`config.mk`:
```
export PLATFORM = sky130hd
export DESIGN_NAME = video_expander
export DESIGN_NICKNAME = d
export VERILOG_FILES = /design/src/video_expander.sv
export SDC_FILE = /design/constraint.sdc
export NUM_CORES = 1
export LEC_CHECK = 0
export ABC_CLOCK_PERIOD_IN_PS = 1300
export BUFFER_PORTS_ARGS = -buffer_cell sky130_fd_sc_hd__buf_2
export CORE_AREA = 2 2 39 41
export CTS_BUF_LIST = sky130_fd_sc_hd__clkbuf_4
export DETAILED_ROUTE_END_ITERATION = 12
export DIE_AREA = 0 0 41 43
export GPL_ROUTABILITY_DRIVEN = 1
export PLACE_DENSITY = 0.8
export REMOVE_ABC_BUFFERS = 1
export SYNTH_ARGS = -nofsm -noshare
export SYNTH_HDL_FRONTEND = slang
export SYNTH_SLANG_ARGS = --single-unit
```
`constraint.sdc`:
```
create_clock -name clk_sys -period 1.3 [get_ports clk_sys]
set_input_delay 0.195 -clock clk_sys [delete_from_list [all_inputs] [get_ports clk_sys]]
set_output_delay 0.195 -clock clk_sys [all_outputs]
set_load 0.05 [all_outputs]
```
`src/video_expander.sv`:
```
`timescale 1ns/100ps

// VGA colour expander
// Widens the game's 3-bit channels to 6 bits on each pixel enable
// and forces black during blanking

module video_expander (
    input  logic       clk_sys,
    input  logic       rst_n,
    input  logic       pxl_cen,
    input  logic [2:0] red,
    input  logic [2:0] green,
    input  logic [2:0] blue,
    input  logic       hblank,
    input  logic       vblank,
    output logic [5:0] vga_r,
    output logic [5:0] vga_g,
    output logic [5:0] vga_b,
    output logic       vga_hs,
    output logic       vga_vs
);

    logic blank;

    // Repeat the top bits so full scale maps to full scale
    function automatic logic [5:0] expand(input logic [2:0] c);
        return {c, c[2], c[2:1]};
    endfunction

    assign blank = hblank | vblank;

    always_ff @(posedge clk_sys or negedge rst_n) begin
        if (!rst_n) begin
            vga_r  <= '0;
            vga_g  <= '0;
            vga_b  <= '0;
            vga_hs <= 1'b0;
            vga_vs <= 1'b0;
        end else if (pxl_cen) begin
            vga_r  <= blank ? 6'd0 : expand(red);
            vga_g  <= blank ? 6'd0 : expand(green);
            vga_b  <= blank ? 6'd0 : expand(blue);
            vga_hs <= hblank;       // Blanks stand in for sync
            vga_vs <= vblank;
        end
    end

endmodule

```
==> impl_metrics.csv <==
group,metric,value,unit
floorplan,die_x,41,µm
critical_path,path_cells,"buf_2",
synth,ys_types,9,
cts,htreeDepth,1,
grt,antenna_found_initial,0,
cells_and_area,final_net_count,95,
critical_path,crit_required,1.11,ns
sta,clock-skew-final,0,ns
cts,clk_root_buffer_cell,"clkbuf_4",
critical_path,cp-startpoint,"vga_b[2]",
sta,fin_ws,0.1820,ns
critical_path,critPathSlowestCell,"dfrtp_1",
floorplan,core_area,1384,µm²
synth,synth_warnings,0,
cells_and_area,final_common_cell,"buf_2",
floorplan,rows,14,
synth,yosys_register_bits,11,
critical_path,path_class,"register to output port",
floorplan,die_h,43,µm
cts,cts_tree,"done",
sta,drv_slew,0,
synth,synth_mux_area_frac,0.05150,
routing,drtIter0Drc,2,
cts,clock_latency,0.25,ns
floorplan,initial_utilization,0.4213,
synth,syn_area_per_cell,11.00,µm²
critical_path,cp.arrival,0.92,ns
sta,layout_min_cycle_time,1.118,ns
cells_and_area,final_cell_mix,"buf_2 (33), dfrtp_1 (11), inv_1 (9), nand2_1 (9), o22ai_2 (9)",
synth,syn_area,583.1,µm²
synth,ys_top_cells_by_area,"dfrtp_1 (47%), o22ai_2 (19%), buf_4 (13%)",
synth,yosysSeqAreaShare,0.4721,
sta,finalSetupViolCount,0,
sta,finalCritPeriodShare,0.8600,
sta,tightest_slew,0.4644,ns
synth,synth_fa_ha_area_frac,0,
pwr,ir_drop,492.2,µV
cells_and_area,diodes,0,
critical_path,max_stage_delay,0.39,ns
routing,drc,0,
floorplan,pin_count,34,
cts,cts.sinks,11,
critical_path,worstSetupEndpointType,"output port",
sta,slew_headroom,0.6904,
place,place.gp.congestion,0.6592,
critical_path,worst_setup_path_start_kind,"register",
synth,synthSimpleGateAreaFrac,0.06867,
critical_path,cp_max_fo,4,
synth,netlist.area_leader.share,0.4721,
critical_path,cp.buffers_inverters,1,
cells_and_area,fillers,141,
cts,clock_path_buffers,2,
sta,final.setup.tns,0,ns
synth,synthCells,53,
cts,path_clk_slew,0.07,ns
synth,synth_top_family_by_area,"buffers and inverters",
grt,grt-ovfl-total,0,
place,portBuffers,33,
critical_path,timing.rr.start,"vga_vs",
hold_path,hold_path.class,"primary input to register",
synth,yosysTopAreaCell,"dfrtp_1",
pwr,p_leak,0.4016,nW
sta,hold_viol,0,
cts,cts_buffers,3,
routing,drt_first_pass_iters,2,
critical_path,cp_top_family,"flip-flops",
routing,vias,436,
place,pre_cts_ws,0.3050,ns
synth,synth_compound_area_frac,0.1931,
routing,wl_per_cell,11.22,µm
grt,grt_max_degree,15,
cts,cts_setup_buffers,0,
pwr,powerDensity,1235,nW/µm²
floorplan,die_area,1763,µm²
cells_and_area,drive_gt1_frac,0.6125,
hold_path,hp-start,"vblank",
routing,ant_nets,0,
sta,clock.fmax,894.4,MHz
grt,grt_pass1_wl,1476,µm
sta,grt_setup_unrepaired,"false",
status,status,"finished, final reports clean",
grt,grt_use_total,0.1264,
synth,synth-xor-area-share,0,
run,cap_violations,0,
sta,hold_ws,0.1717,ns
routing,wl,1077,µm
cells_and_area,syn2layout_area_growth,24.25,%
grt,grt_pass1_vias,373,
routing,routed_via_density,4.542,
==> report_power, final <==
part           switching, mW  internal (mW)  total [mW]
clock network          0.103          0.139       0.242
registers             0.0145          0.364       0.379
logic                  0.200         0.0740       0.274
total                  0.317          0.578       0.895
==> per-layer routing <==
layer | routed length [µm] | vias up | GRT usage
li1 | - | 212 | -
met1 | 422 | 198 | 0.1419
met2 | 496 | 24 | 0.1969
met3 | 145 | 2 | 0.03665
met4 | 12 | 0 | 0.08000
met5 | 0 | - | 0
==> kinds of logic (layout without fill, tap and decap cells) <==
family,count (synthesis),after routing
buffers and inverters,21,48
AO/OA/AOI/OAI,9,9
AND/OR/NAND/NOR,10,10
flip-flops,11,11
multiplexers,2,2
==> area by class of cell <==
| class | instances | area [µm²] | area share |
|---|---|---|---|
| well taps | 16 | 20.02 | 0.02763 |
| flip-flops and latches | 11 | 275.3 | 0.3800 |
| clock buffers | 4 | 30.03 | 0.04145 |
| repair buffers | 35 | 182.7 | 0.2522 |
| multi-input cells | 21 | 182.7 | 0.2522 |
| inverters | 9 | 33.78 | 0.04663 |
==> flip-flops by register name, summed over array words and instances, names as in the netlist <==
| name | count |
|---|---|
| vga_vs | 1 |
| vga_hs | 1 |
| vga_r | 3 |
| vga_g | 3 |
| vga_b | 3 |
==> path summary, 6_finish.rpt <==
path	end	slack [ns]	depth (start not counted)
setup / recovery	vga_b[5]	0.18	1
hold / removal	vga_vs	0.17	2
setup reg to reg	vga_vs	0.53	1
hold reg to reg	vga_hs	0.51	1
max in group asynchronous	vga_r[4]	0.76	2
min in group asynchronous	vga_b[3]	0.33	2
==> Yosys cell counts <==
library cell and instances:
buf_2 1, buf_4 10, buf_6 1, dfrtp_1 11, inv_1 9, mux2_4 2
nand2_1 9, o22ai_2 9, or2_1 1
==> metrics by stage <==
step,cells,cell area [µm²],power (mW),util
after detailed placement,91,684.4,0.6593,0.4946
after global routing,96,724.4,0.9382,0.5235
after global placement,91,684.4,0.6552,0.4946
after CTS,96,724.4,0.9088,0.5235
final,96,724.4,0.8945,0.5235
after floorplan,41,491.7,0.5731,-
==> what timing repair did <==
action                                 in CTS  in global routing
hold buffers                                1                  0
endpoints found under the hold margin      11                  0
gates resized for setup                     0                  0
No activity file was read; power rests on OpenSTA's default activity.
