## src/board_cfg_pkg.sv

```systemverilog
// Game configuration definitions
// Bit positions in the host status word and the DIP settings
// handed to the game logic

package board_cfg_pkg;

    // Status word bit positions
    localparam int STAT_PAUSE_BIT = 1;
    localparam int STAT_LEVEL_LSB = 2;    // 2-bit field
    localparam int STAT_LIVES_LSB = 5;    // 2-bit field
    localparam int STAT_MIX_BIT   = 9;
    localparam int STAT_RESET_BIT = 15;

    // Difficulty codes as the game expects them
    typedef enum logic [1:0] {
        LEVEL_EASY   = 2'b00,
        LEVEL_NORMAL = 2'b01,
        LEVEL_HARD   = 2'b10,
        LEVEL_VHARD  = 2'b11
    } level_t;

    typedef struct packed {
        logic       pause;      // Active high runs the game
        level_t     level;
        logic [1:0] lives;
        logic       en_mixing;
        logic       upright;
    } dip_cfg_t;

endpackage

```

## src/dip_decoder.sv

```systemverilog
`timescale 1ns/100ps

// DIP setting decoder
// Latches the host status word into the settings the game reads
// and registers the game reset request

module dip_decoder
    import board_cfg_pkg::*;
(
    input  logic        clk_sys,
    input  logic        rst_n,
    input  logic [31:0] status,
    input  logic        game_pause,
    output dip_cfg_t    dip,
    output logic        game_rst
);

    dip_cfg_t dip_nxt;

    always_comb begin
        dip_nxt = '0;
        // Menu order differs from the game's own level codes
        case (status[STAT_LEVEL_LSB +: 2])
            2'b00: dip_nxt.level = LEVEL_NORMAL;
            2'b01: dip_nxt.level = LEVEL_EASY;
            2'b10: dip_nxt.level = LEVEL_HARD;
            2'b11: dip_nxt.level = LEVEL_VHARD;
        endcase
        dip_nxt.lives     = status[STAT_LIVES_LSB +: 2];
        dip_nxt.pause     = ~status[STAT_PAUSE_BIT] & ~game_pause;
        dip_nxt.en_mixing = ~status[STAT_MIX_BIT];    // Filter on when bit is clear
        dip_nxt.upright   = 1'b1;                     // No cocktail cabinet
    end

    always_ff @(posedge clk_sys or negedge rst_n) begin
        if (!rst_n) begin
            dip      <= '0;
            game_rst <= 1'b0;
        end else begin
            dip      <= dip_nxt;
            game_rst <= status[STAT_RESET_BIT];
        end
    end

endmodule

```

## config.mk

```make
export PLATFORM = sky130hd
export DESIGN_NAME = dip_decoder
export DESIGN_NICKNAME = d
export VERILOG_FILES = /design/src/board_cfg_pkg.sv /design/src/dip_decoder.sv
export SDC_FILE = /design/constraint.sdc
export NUM_CORES = 1
export LEC_CHECK = 0
export BUFFER_PORTS_ARGS = -buffer_cell sky130_fd_sc_hd__buf_4
export CORE_AREA = 2 2 39 41
export DETAILED_ROUTE_END_ITERATION = 10
export DIE_AREA = 0 0 41 43
export GPL_TIMING_DRIVEN = 1
export PLACE_DENSITY = 0.66
export SYNTH_ARGS = -nofsm -noshare
export SYNTH_HDL_FRONTEND = slang
export SYNTH_SLANG_ARGS = --single-unit
export TNS_END_PERCENT = 1
```

## constraint.sdc

```tcl
create_clock -name clk_sys -period 0.8 [get_ports clk_sys]
set_input_delay 0.08 -clock clk_sys [delete_from_list [all_inputs] [get_ports clk_sys]]
set_output_delay 0.08 -clock clk_sys [all_outputs]
set_load 0.01 [all_outputs]
```

==> results.cfg <==
[final_layout]
antenna_cells = 0
syn2layout_area_growth_pct = 110
fin_area_sq_um = 517
fillCellCount = 144
final_common_cell = buf_4
fin_nets = 81
fin_cells = 58
layout_common_cells = buf_4 (9), dfrtp_1 (8), buf_6 (8)
drive_gt1_share_pct = 47.6

[routing]
dr.first_iter.drc_count = 1
ant_nets = 0
drc_errors = 0
via_per_inst = 3.41
dr.pass1.iters = 2
wl_um = 554
num_vias = 198
drt-wirelength-per-cell_um = 9.55

[worst_setup_path]
crit_required_ns = 0.72
path_cells = buf_6
crit_fanout = 1
cp_data_arrival_time_ns = 0.75
crit_family = flip-flops
cp-start-kind = flop
max_stage_delay_ns = 0.38
crit_slowest_cell = dfrtp_1
endpoint_kind = output pin
crit_buf_inv = 1
critical_path_class = flop to output pin

[power_and_ir_drop]
p_total_w = 0.000875
power_leakage_nw = 0.264
worst_ir_drop_vdd_mv = 1.06
powerDensity_mw_per_mm2 = 1690

[placed_design]
placed_cell_area_sq_um = 394
gp_congestion = 0.600
io_buffers = 17
dpl.cell_count = 48

[die]
die_h_um = 43
num_rows = 14
die-area_sq_mm = 0.00176
die_w_um = 41
initial_utilization_pct = 17.8
coreArea_sq_mm = 0.00138
io_pins = 43

[clock_tree]
cts_buffer_depth = 2
cts_tree = done
post-cts-setup-buffers = 0
numCtsBuffers = 3
ctsHtreeMaxLevel = 1
clk_pin_slew_ns = 0.05
clockRootBuffer = clkbuf_4
cts_sinks = 8

[timing]
drv_slew = 0
setup_viol = 8
max_freq_mhz = 1200
rsz0062_at_grt = yes
hold_viol_final = 0
fin_crit_ns = 0.830
whs_ns = 0.0648
post-route-period-util_pct = 104
setup_slack_ns = -0.0300

[flow_run]
maxCapViolCount = 0

[grt]
globalRouteTotalUtil_pct = 7.50
antenna_found_initial = 0
use_met3_pct = 8.38
busiest_layer = met2
grt_use_met1_pct = 7.95
grt_util_met2_pct = 9.69
grt_pass1_wl_um = 786
grt_max_degree = 9
overflow = 0
grt_pass1_vias = 205

[yosys]
yosysUniqueCellTypes = 6
synthesis.nets = 52
yosys_warnings = 0
netlist_area_sq_um = 246
avgSynthCellArea_sq_um = 16.4
synth_seq_cells = 8
synth_cells = 15
ys_seq_area_share_pct = 81.2

[min_path]
holdPathEnd = dip[4]$_DFF_PN0_
worstHoldPathType = input port to flop
hp-start = status[3]
holdPathStages = 2

[status]
violations = negative setup slack
outcome = complete, but fails checks
final cells by class:
| type | instances | area, sq um | area share [%] |
|---|---|---|---|
| Sequential cell | 8 | 200 | 38.7 |
| Clock buffer | 3 | 22.5 | 4.36 |
| Tap cell | 16 | 20.0 | 3.87 |
| Timing Repair Buffer | 24 | 228 | 44.1 |
| Multi-Input combinational cell | 5 | 38.8 | 7.51 |
| Inverter | 2 | 7.51 | 1.45 |
power by group:
part	internal [W]	switching (W)
Sequential	0.000430	0.0000124
Combinational	0.0000987	0.0000460
Clock	0.000170	0.000118
Total	0.000699	0.000176
registers in the layout, summed over array words and instances, names as in the netlist:
name and count:
dip 7, game_rst 1
cells in the mapped netlist:
cell | count | share of area, %
conb_1 | 1 | 1.5
inv_1 | 2 | 3.0
dfrtp_1 | 8 | 81
ha_1 | 2 | 10
or2_1 | 1 | 2.5
nor2_1 | 1 | 1.5
stage by stage:
step	util [%]	TNS (ns)	setup WS (ns)
detailed placement	28.5	0	0.0788
CTS	37.3	-0.203	-0.0347
finish	37.3	-0.138	-0.0300
floorplan	-	0	0.200
global placement	28.5	0	0.0954
global route	37.3	-0.414	-0.0701
layer usage:
metal  vias up  wire [um]
met1        82        246
met4         0          0
li1         98          -
met2        18        221
met5         -          0
met3         0         86
worst max path at each step:
stage | endpoint | startpoint | cells past startpoint | slack, ns
final | dip[3] | dip[3]$_DFF_PN0_ | 1 | -0.03
after global routing | dip[2] | dip[2]$_DFF_PN0_ | 1 | -0.07
after CTS | dip[3] | dip[3]$_DFF_PN0_ | 1 | -0.03
after detailed placement | dip[5]$_DFF_PN0_ | status[2] | 4 | 0.08
after global placement | dip[5]$_DFF_PN0_ | status[2] | 4 | 0.1
after floorplan | dip[5]$_DFF_PN0_ | status[2] | 3 | 0.20
what timing repair did:
item | 4_1_cts | 5_1_grt
gates resized for setup | 8 | 0
pin swaps | 0 | 0
hold buffers | 7 | 0
endpoints found under the hold margin | 13 | 0
endpoints found under the setup margin | 8 | 8
kinds of logic after synthesis:
group                      count (synthesis)  share of synthesized area, %
adders and majority gates                  2                          10.2
buffers and inverters                      2                          3.05
DFF                                        8                          81.2
other                                      1                          1.52
and+or+nand+nor                            2                          4.06
No activity file was read; power rests on OpenSTA's default activity.
