`config.mk`:
```
export PLATFORM = sky130hd
export DESIGN_NAME = cfg_axil_slave
export DESIGN_NICKNAME = d
export VERILOG_FILES = /design/src/board_bus_pkg.sv /design/src/cfg_axil_slave.sv
export SDC_FILE = /design/constraint.sdc
export NUM_CORES = 1
export LEC_CHECK = 0
export BUFFER_PORTS_ARGS = -buffer_cell sky130_fd_sc_hd__buf_2
export CAP_MARGIN = 40
export CORE_MARGIN = 2
export CORE_UTILIZATION = 25
export CTS_BUF_LIST = sky130_fd_sc_hd__clkbuf_8
export DETAILED_ROUTE_END_ITERATION = 7
export GPL_TIMING_DRIVEN = 0
export PLACE_DENSITY = 0.54
export SYNTH_ARGS = -nofsm -noshare
export SYNTH_HDL_FRONTEND = slang
export SYNTH_SLANG_ARGS = --single-unit
```
`constraint.sdc`:
```
create_clock -name clk_sys -period 3.45 [get_ports clk_sys]
set_input_delay 0.1725 -clock clk_sys [delete_from_list [all_inputs] [get_ports clk_sys]]
set_output_delay 0.1725 -clock clk_sys [all_outputs]
set_load 0.05 [all_outputs]
```
`src/board_bus_pkg.sv`:
```
// Host bus definitions
// AXI4-Lite channel payloads, the register map and the ROM
// download and game read ports

package board_bus_pkg;

    // Address fields below are sized for the largest ROM supported
    localparam int ROM_AW_MAX = 16;

    // Register offsets
    localparam logic [7:0] REG_STATUS   = 8'h00;
    localparam logic [7:0] REG_CTRL     = 8'h04;
    localparam logic [7:0] REG_ROM_ADDR = 8'h08;
    localparam logic [7:0] REG_ROM_DATA = 8'h0C;

    localparam int         CTRL_DL_BIT = 0;     // Download in progress
    localparam logic [1:0] RESP_OKAY   = 2'b00;

    typedef struct packed {
        logic [7:0] addr;
    } axil_aw_t;

    typedef struct packed {
        logic [31:0] data;
        logic [3:0]  strb;
    } axil_w_t;

    typedef struct packed {
        logic [1:0] resp;
    } axil_b_t;

    typedef struct packed {
        logic [7:0] addr;
    } axil_ar_t;

    typedef struct packed {
        logic [31:0] data;
        logic [1:0]  resp;
    } axil_r_t;

    // ROM byte write from the download port
    typedef struct packed {
        logic [ROM_AW_MAX-1:0] addr;
        logic [7:0]            data;
        logic                  we;
    } prog_wr_t;

    // Game word read request
    typedef struct packed {
        logic [ROM_AW_MAX-3:0] addr;
        logic                  req;
    } rom_rd_t;

endpackage

```
`src/cfg_axil_slave.sv`:
```
`timescale 1ns/100ps

// AXI4-Lite configuration slave
// Holds the status word, the control flags and the ROM address.
// Writes to the data register become single ROM byte writes

module cfg_axil_slave
    import board_bus_pkg::*;
#(
    parameter int ROM_AW = 12
) (
    input  logic        clk_sys,
    input  logic        rst_n,
    input  axil_aw_t    aw,
    input  logic        awvalid,
    output logic        awready,
    input  axil_w_t     w,
    input  logic        wvalid,
    output logic        wready,
    output axil_b_t     b,
    output logic        bvalid,
    input  logic        bready,
    input  axil_ar_t    ar,
    input  logic        arvalid,
    output logic        arready,
    output axil_r_t     r,
    output logic        rvalid,
    input  logic        rready,
    output logic [31:0] status,
    output logic        downloading,
    output prog_wr_t    prog
);

    logic              wr_start;
    logic              wr_hs;
    logic              rd_start;
    logic              rd_hs;
    logic [31:0]       ctrl;
    logic [ROM_AW-1:0] rom_addr;
    logic [ROM_AW-1:0] prog_addr;
    logic [7:0]        prog_data;
    logic              prog_we;
    logic [31:0]       rd_data;
    logic [31:0]       r_data;

    // Merge the write data into the old value lane by lane
    function automatic logic [31:0] apply_strb(input logic [31:0] old_val,
                                               input logic [31:0] new_val,
                                               input logic [3:0]  strb);
        logic [31:0] res;
        res = old_val;
        for (int i = 0; i < 4; i++) begin
            if (strb[i])
                res[8*i +: 8] = new_val[8*i +: 8];
        end
        return res;
    endfunction

    // Both channels must be present and the last response taken
    assign wr_start = awvalid & wvalid & ~awready & ~bvalid;
    assign wr_hs    = awready & awvalid & wvalid;
    assign rd_start = arvalid & ~arready & ~rvalid;
    assign rd_hs    = arready & arvalid;

    always_ff @(posedge clk_sys or negedge rst_n) begin
        if (!rst_n) begin
            awready <= 1'b0;
            wready  <= 1'b0;
            bvalid  <= 1'b0;
        end else begin
            awready <= wr_start;            // One cycle pulse
            wready  <= wr_start;
            if (wr_hs)
                bvalid <= 1'b1;
            else if (bready)
                bvalid <= 1'b0;
        end
    end

    always_ff @(posedge clk_sys or negedge rst_n) begin
        if (!rst_n) begin
            status   <= '0;
            ctrl     <= '0;
            rom_addr <= '0;
            prog_we  <= 1'b0;
        end else begin
            prog_we <= 1'b0;
            if (wr_hs) begin
                case (aw.addr)
                    REG_STATUS:   status   <= apply_strb(status, w.data, w.strb);
                    REG_CTRL:     ctrl     <= apply_strb(ctrl, w.data, w.strb);
                    REG_ROM_ADDR: rom_addr <= w.data[ROM_AW-1:0];
                    REG_ROM_DATA: begin
                        prog_we  <= 1'b1;
                        rom_addr <= rom_addr + 1'b1;    // Next byte
                    end
                    default: ;                          // Ignored
                endcase
            end
        end
    end

    // Byte captured with the address in use before the increment
    always_ff @(posedge clk_sys) begin
        if (wr_hs && aw.addr == REG_ROM_DATA) begin
            prog_addr <= rom_addr;
            prog_data <= w.data[7:0];
        end
    end

    assign downloading = ctrl[CTRL_DL_BIT];
    assign prog        = '{addr: ROM_AW_MAX'(prog_addr), data: prog_data, we: prog_we};
    assign b           = '{resp: RESP_OKAY};

    always_comb begin
        case (ar.addr)
            REG_STATUS:   rd_data = status;
            REG_CTRL:     rd_data = ctrl;
            REG_ROM_ADDR: rd_data = 32'(rom_addr);
            default:      rd_data = '0;
        endcase
    end

    always_ff @(posedge clk_sys or negedge rst_n) begin
        if (!rst_n) begin
            arready <= 1'b0;
            rvalid  <= 1'b0;
        end else begin
            arready <= rd_start;
            if (rd_hs)
                rvalid <= 1'b1;
            else if (rready)
                rvalid <= 1'b0;
        end
    end

    always_ff @(posedge clk_sys) begin
        if (rd_hs)
            r_data <= rd_data;
    end

    assign r = '{data: r_data, resp: RESP_OKAY};

endmodule

```
==> summary.md <==
| Metric | Value |
|---|---|
| Row count | `54` |
| Setup_tns | `0 ps` |
| Achievable frequency | `~530 MHz` |
| Worst Reg-to-Reg Cells | `3` |
| Part of the power in registers | `50.3%` |
| Clock Tree Buf Depth | `2` |
| Crit start category | `input pin` |
| Combinational power share | `under 10%` |
| Reg2reg end | `prog_data[0]$_DFFE_PP_` |
| Die X-Extent | `154 um` |
| Initial antenna violation count | `0` |
| Leakage | `0.00360 uW` |
| H-Tree Depth | `4` |
| Int Power | `2490 uW` |
| Worst-path clk slew | `80 ps` |
| PwrDens | `between 400 and 500 nW/um2` |
| Wire length per cell | `17.2 um` |
| Async SR Flop Fraction | `60.9%` |
| Pre-CTS setup slack | `1100 ps` |
| Slew of the pin with the lowest slew margin | `between 700 and 800 ps` |
| Final Critical Period | `1880 ps` |
| Dpl hpwl | `11100 um` |
| Hold Path Class | `input pin to register` |
| Avg Cell Area, Syn | `14.2 um2` |
| Kind of critical path | `input pin to register` |
| R2R Setup Slk | `1720 ps` |
| Register Area | `3590 um2` |
| Via count | `4060` |
| ANT cells | `0` |
| Nets | `667` |
| Largest net degree at the start of global routing | `50` |
| Worst VDD drop | `~0.19 mV` |
| Status | `finished clean` |
| Cell Area, Synth | `5590 um2` |
| Post_cts resized | `0` |
| Residual DRC count | `0` |
| Critical Path Start | `aw[1]` |
| Synth-to-Final Area Change | `35.2%` |
| Drt via density | `4.51` |
| Slew margin rel. | `50.8%` |
| Setup crit end | `prog_data[0]$_DFFE_PP_` |
| Worst setup EP type | `register` |
| Multi-input combinational cell area | `around 1900 um2` |
| 1st-iter DRT viols | `248` |
| Clock Sinks | `133` |
| I/O Buffers | `148` |
| Final worst slack | `1570 ps` |
| Final hold vios | `0` |
| Most frequent cells in the layout | `buf_2, dfrtp_1, mux2_2` |
| Yosys Warn Count | `0` |
| Layout cells sized above 1 | `42.4%` |
| Commonest non-fill, non-tap cell in the layout | `buf_2` |
| Clk root buf | `clkbuf_8` |
| WP data required | `3600 ps` |
| #FFs+latches synth | `133` |
| Post-synth cell types | `43` |
| Clk pwr share | `40.9%` |
| Initial Util | `25.5%` |
| CTS tree | `built` |
| Synth top area share | `36.3%` |
| Pre-antenna DRT Iters | `4` |
| Remaining Overflow, GRT | `0` |
| Max-capacitance violation count | `0` |
| Synth Flop Type | `dfrtp_1` |
| Worst Clk Skew | `11.7 ps` |
| Largest cells by area after synthesis | `dfrtp_1, edfxtp_1, mux2_2` |
| Pins over their slew limit | `0` |
| Worst EP arrival | `2020 ps` |
| Vias in the first global route | `4245` |
| RSZ-0062 raised after global routing | `no` |
| Final ANT Viol Nets | `0` |
| Number of synthesized flops with an enable pin | `52` |
| Sw Share | `25.3%` |
| Period utilization | `54.4%` |
| Detailed Route WL | `15500 um` |
| Yosys top cell by area | `dfrtp_1` |
| Worst-Skew Late Latency | `440 ps` |
| Core Area | `21900 um2` |
| Gpl congestion | `~0.77` |
| Switching power | `~840 uW` |
| Num CTS Buffers | `17` |
| Final setup viols | `0` |
| FILL cells | `2228` |
| Total Routing Usage GR | `approximately 14%` |
| Setup bufs post-CTS | `0` |
| Critical path fanouts, max | `12` |
| First-pass GRT wire length | `24400 um` |
| Post-Synthesis Cells | `roughly 390` |
| FF-to-FF Start | `wready$_DFF_PN0_` |
| Die Height | `154 um` |
| Sequential area share after synthesis | `between 60% and 70%` |
| Die Area | `23600 um2` |
| IO Count | `158` |
==> power by group through the flow <==
stage | combinational [uW] | clock [uW] | sequential [uW]
finish | 294 | 1360 | 1680
global route | 315 | 1470 | 1680
CTS | 297 | 1400 | 1680
detailed placement | 263 | 0 | 1710
global placement | 251 | 0 | 1710
floorplan | 70.6 | 0 | 1790
==> through the flow <==
stage               power (uW)  cells  cell area, um2  utilization, %  hold WS, ps
floorplan                 1860    400            5610               -         -123
global route              3470    900            7550            34.5         11.5
CTS                       3380    900            7550            34.5         11.9
global placement          1960    828            6710            30.6          354
finish                    3340    900            7550            34.5         49.4
detailed placement        1980    831            6770            30.9          170
==> per-layer routing <==
layer,wire length (um),track usage [%]
met5,0,0
met4,270,4.89
met3,821,3.61
met2,7720,22.3
met1,6690,17.1
==> flip-flops by register name, summed over array words and instances (netlist names) <==
signal	count
bvalid	1
wready	1
ctrl	32
r_data	32
arready	1
rvalid	1
status	32
prog_we	1
rom_addr	12
prog_addr	12
prog_data	8
==> worst min path at each step <==
| stage | start | to | slack [ps] | cells past startpoint |
|---|---|---|---|---|
| after floorplan | rst_n | arready$_DFF_PN0_ | -120 | 0 |
| after global placement | bready | bvalid$_DFFE_PN0P_ | 350 | 2 |
| after detailed placement | rst_n | status[6]$_DFFE_PN0P_ | 170 | 1 |
| after CTS | w[13] | status[9]$_DFFE_PN0P_ | 10 | 2 |
| after global routing | w[13] | status[9]$_DFFE_PN0P_ | 10 | 2 |
| final | w[13] | status[9]$_DFFE_PN0P_ | 50 | 2 |
==> kinds of logic (layout without fill, tap and decap cells) <==
group           Yosys count  in the layout  share of synthesized area [%]
fa+ha+maj                 1              1                          0.224
mux                      80             80                           16.0
buf+inv                  32            252                           3.16
compound gates           66             66                           8.17
simple gates             80             80                           8.17
flops                   133            133                           64.2
other cells               1              8                         0.0671
==> final cells by class <==
cell class | instances | share of cell area (%)
Tap cell | 280 | 4.64
Timing Repair Buffer | 188 | 15.6
Inverter | 7 | 0.348
Multi-Input combinational cell | 235 | 24.5
Clock buffer | 18 | 3.28
Clock inverter | 14 | 2.15
Buffer | 25 | 1.99
Sequential cell | 133 | 47.5
==> worst max-delay path: stages <==
cell,delay [ps]
buf_2,110
nor4_4,480
nand2_1,340
nor2_2,660
buf_8,240
==> synth_stat cells, types with 5 or more instances <==
cell type / instances
a21oi_1: 19
a22o_1: 20
buf_4: 10
clkbuf_1: 10
dfrtp_1: 81
edfxtp_1: 52
inv_1: 7
mux2_1: 9
mux2_2: 53
mux2i_1: 15
nand2_1: 9
nand2_4: 8
nand3_1: 5
nor2_1: 32
nor3_1: 5
o21ai_0: 8
==> repair_timing <==
item                                    CTS  global route
hold buffers                             37             0
endpoints found under the setup margin    0             0
hold endpoints to repair                 97             0
Note: power is estimated with default switching activity, not from simulation.
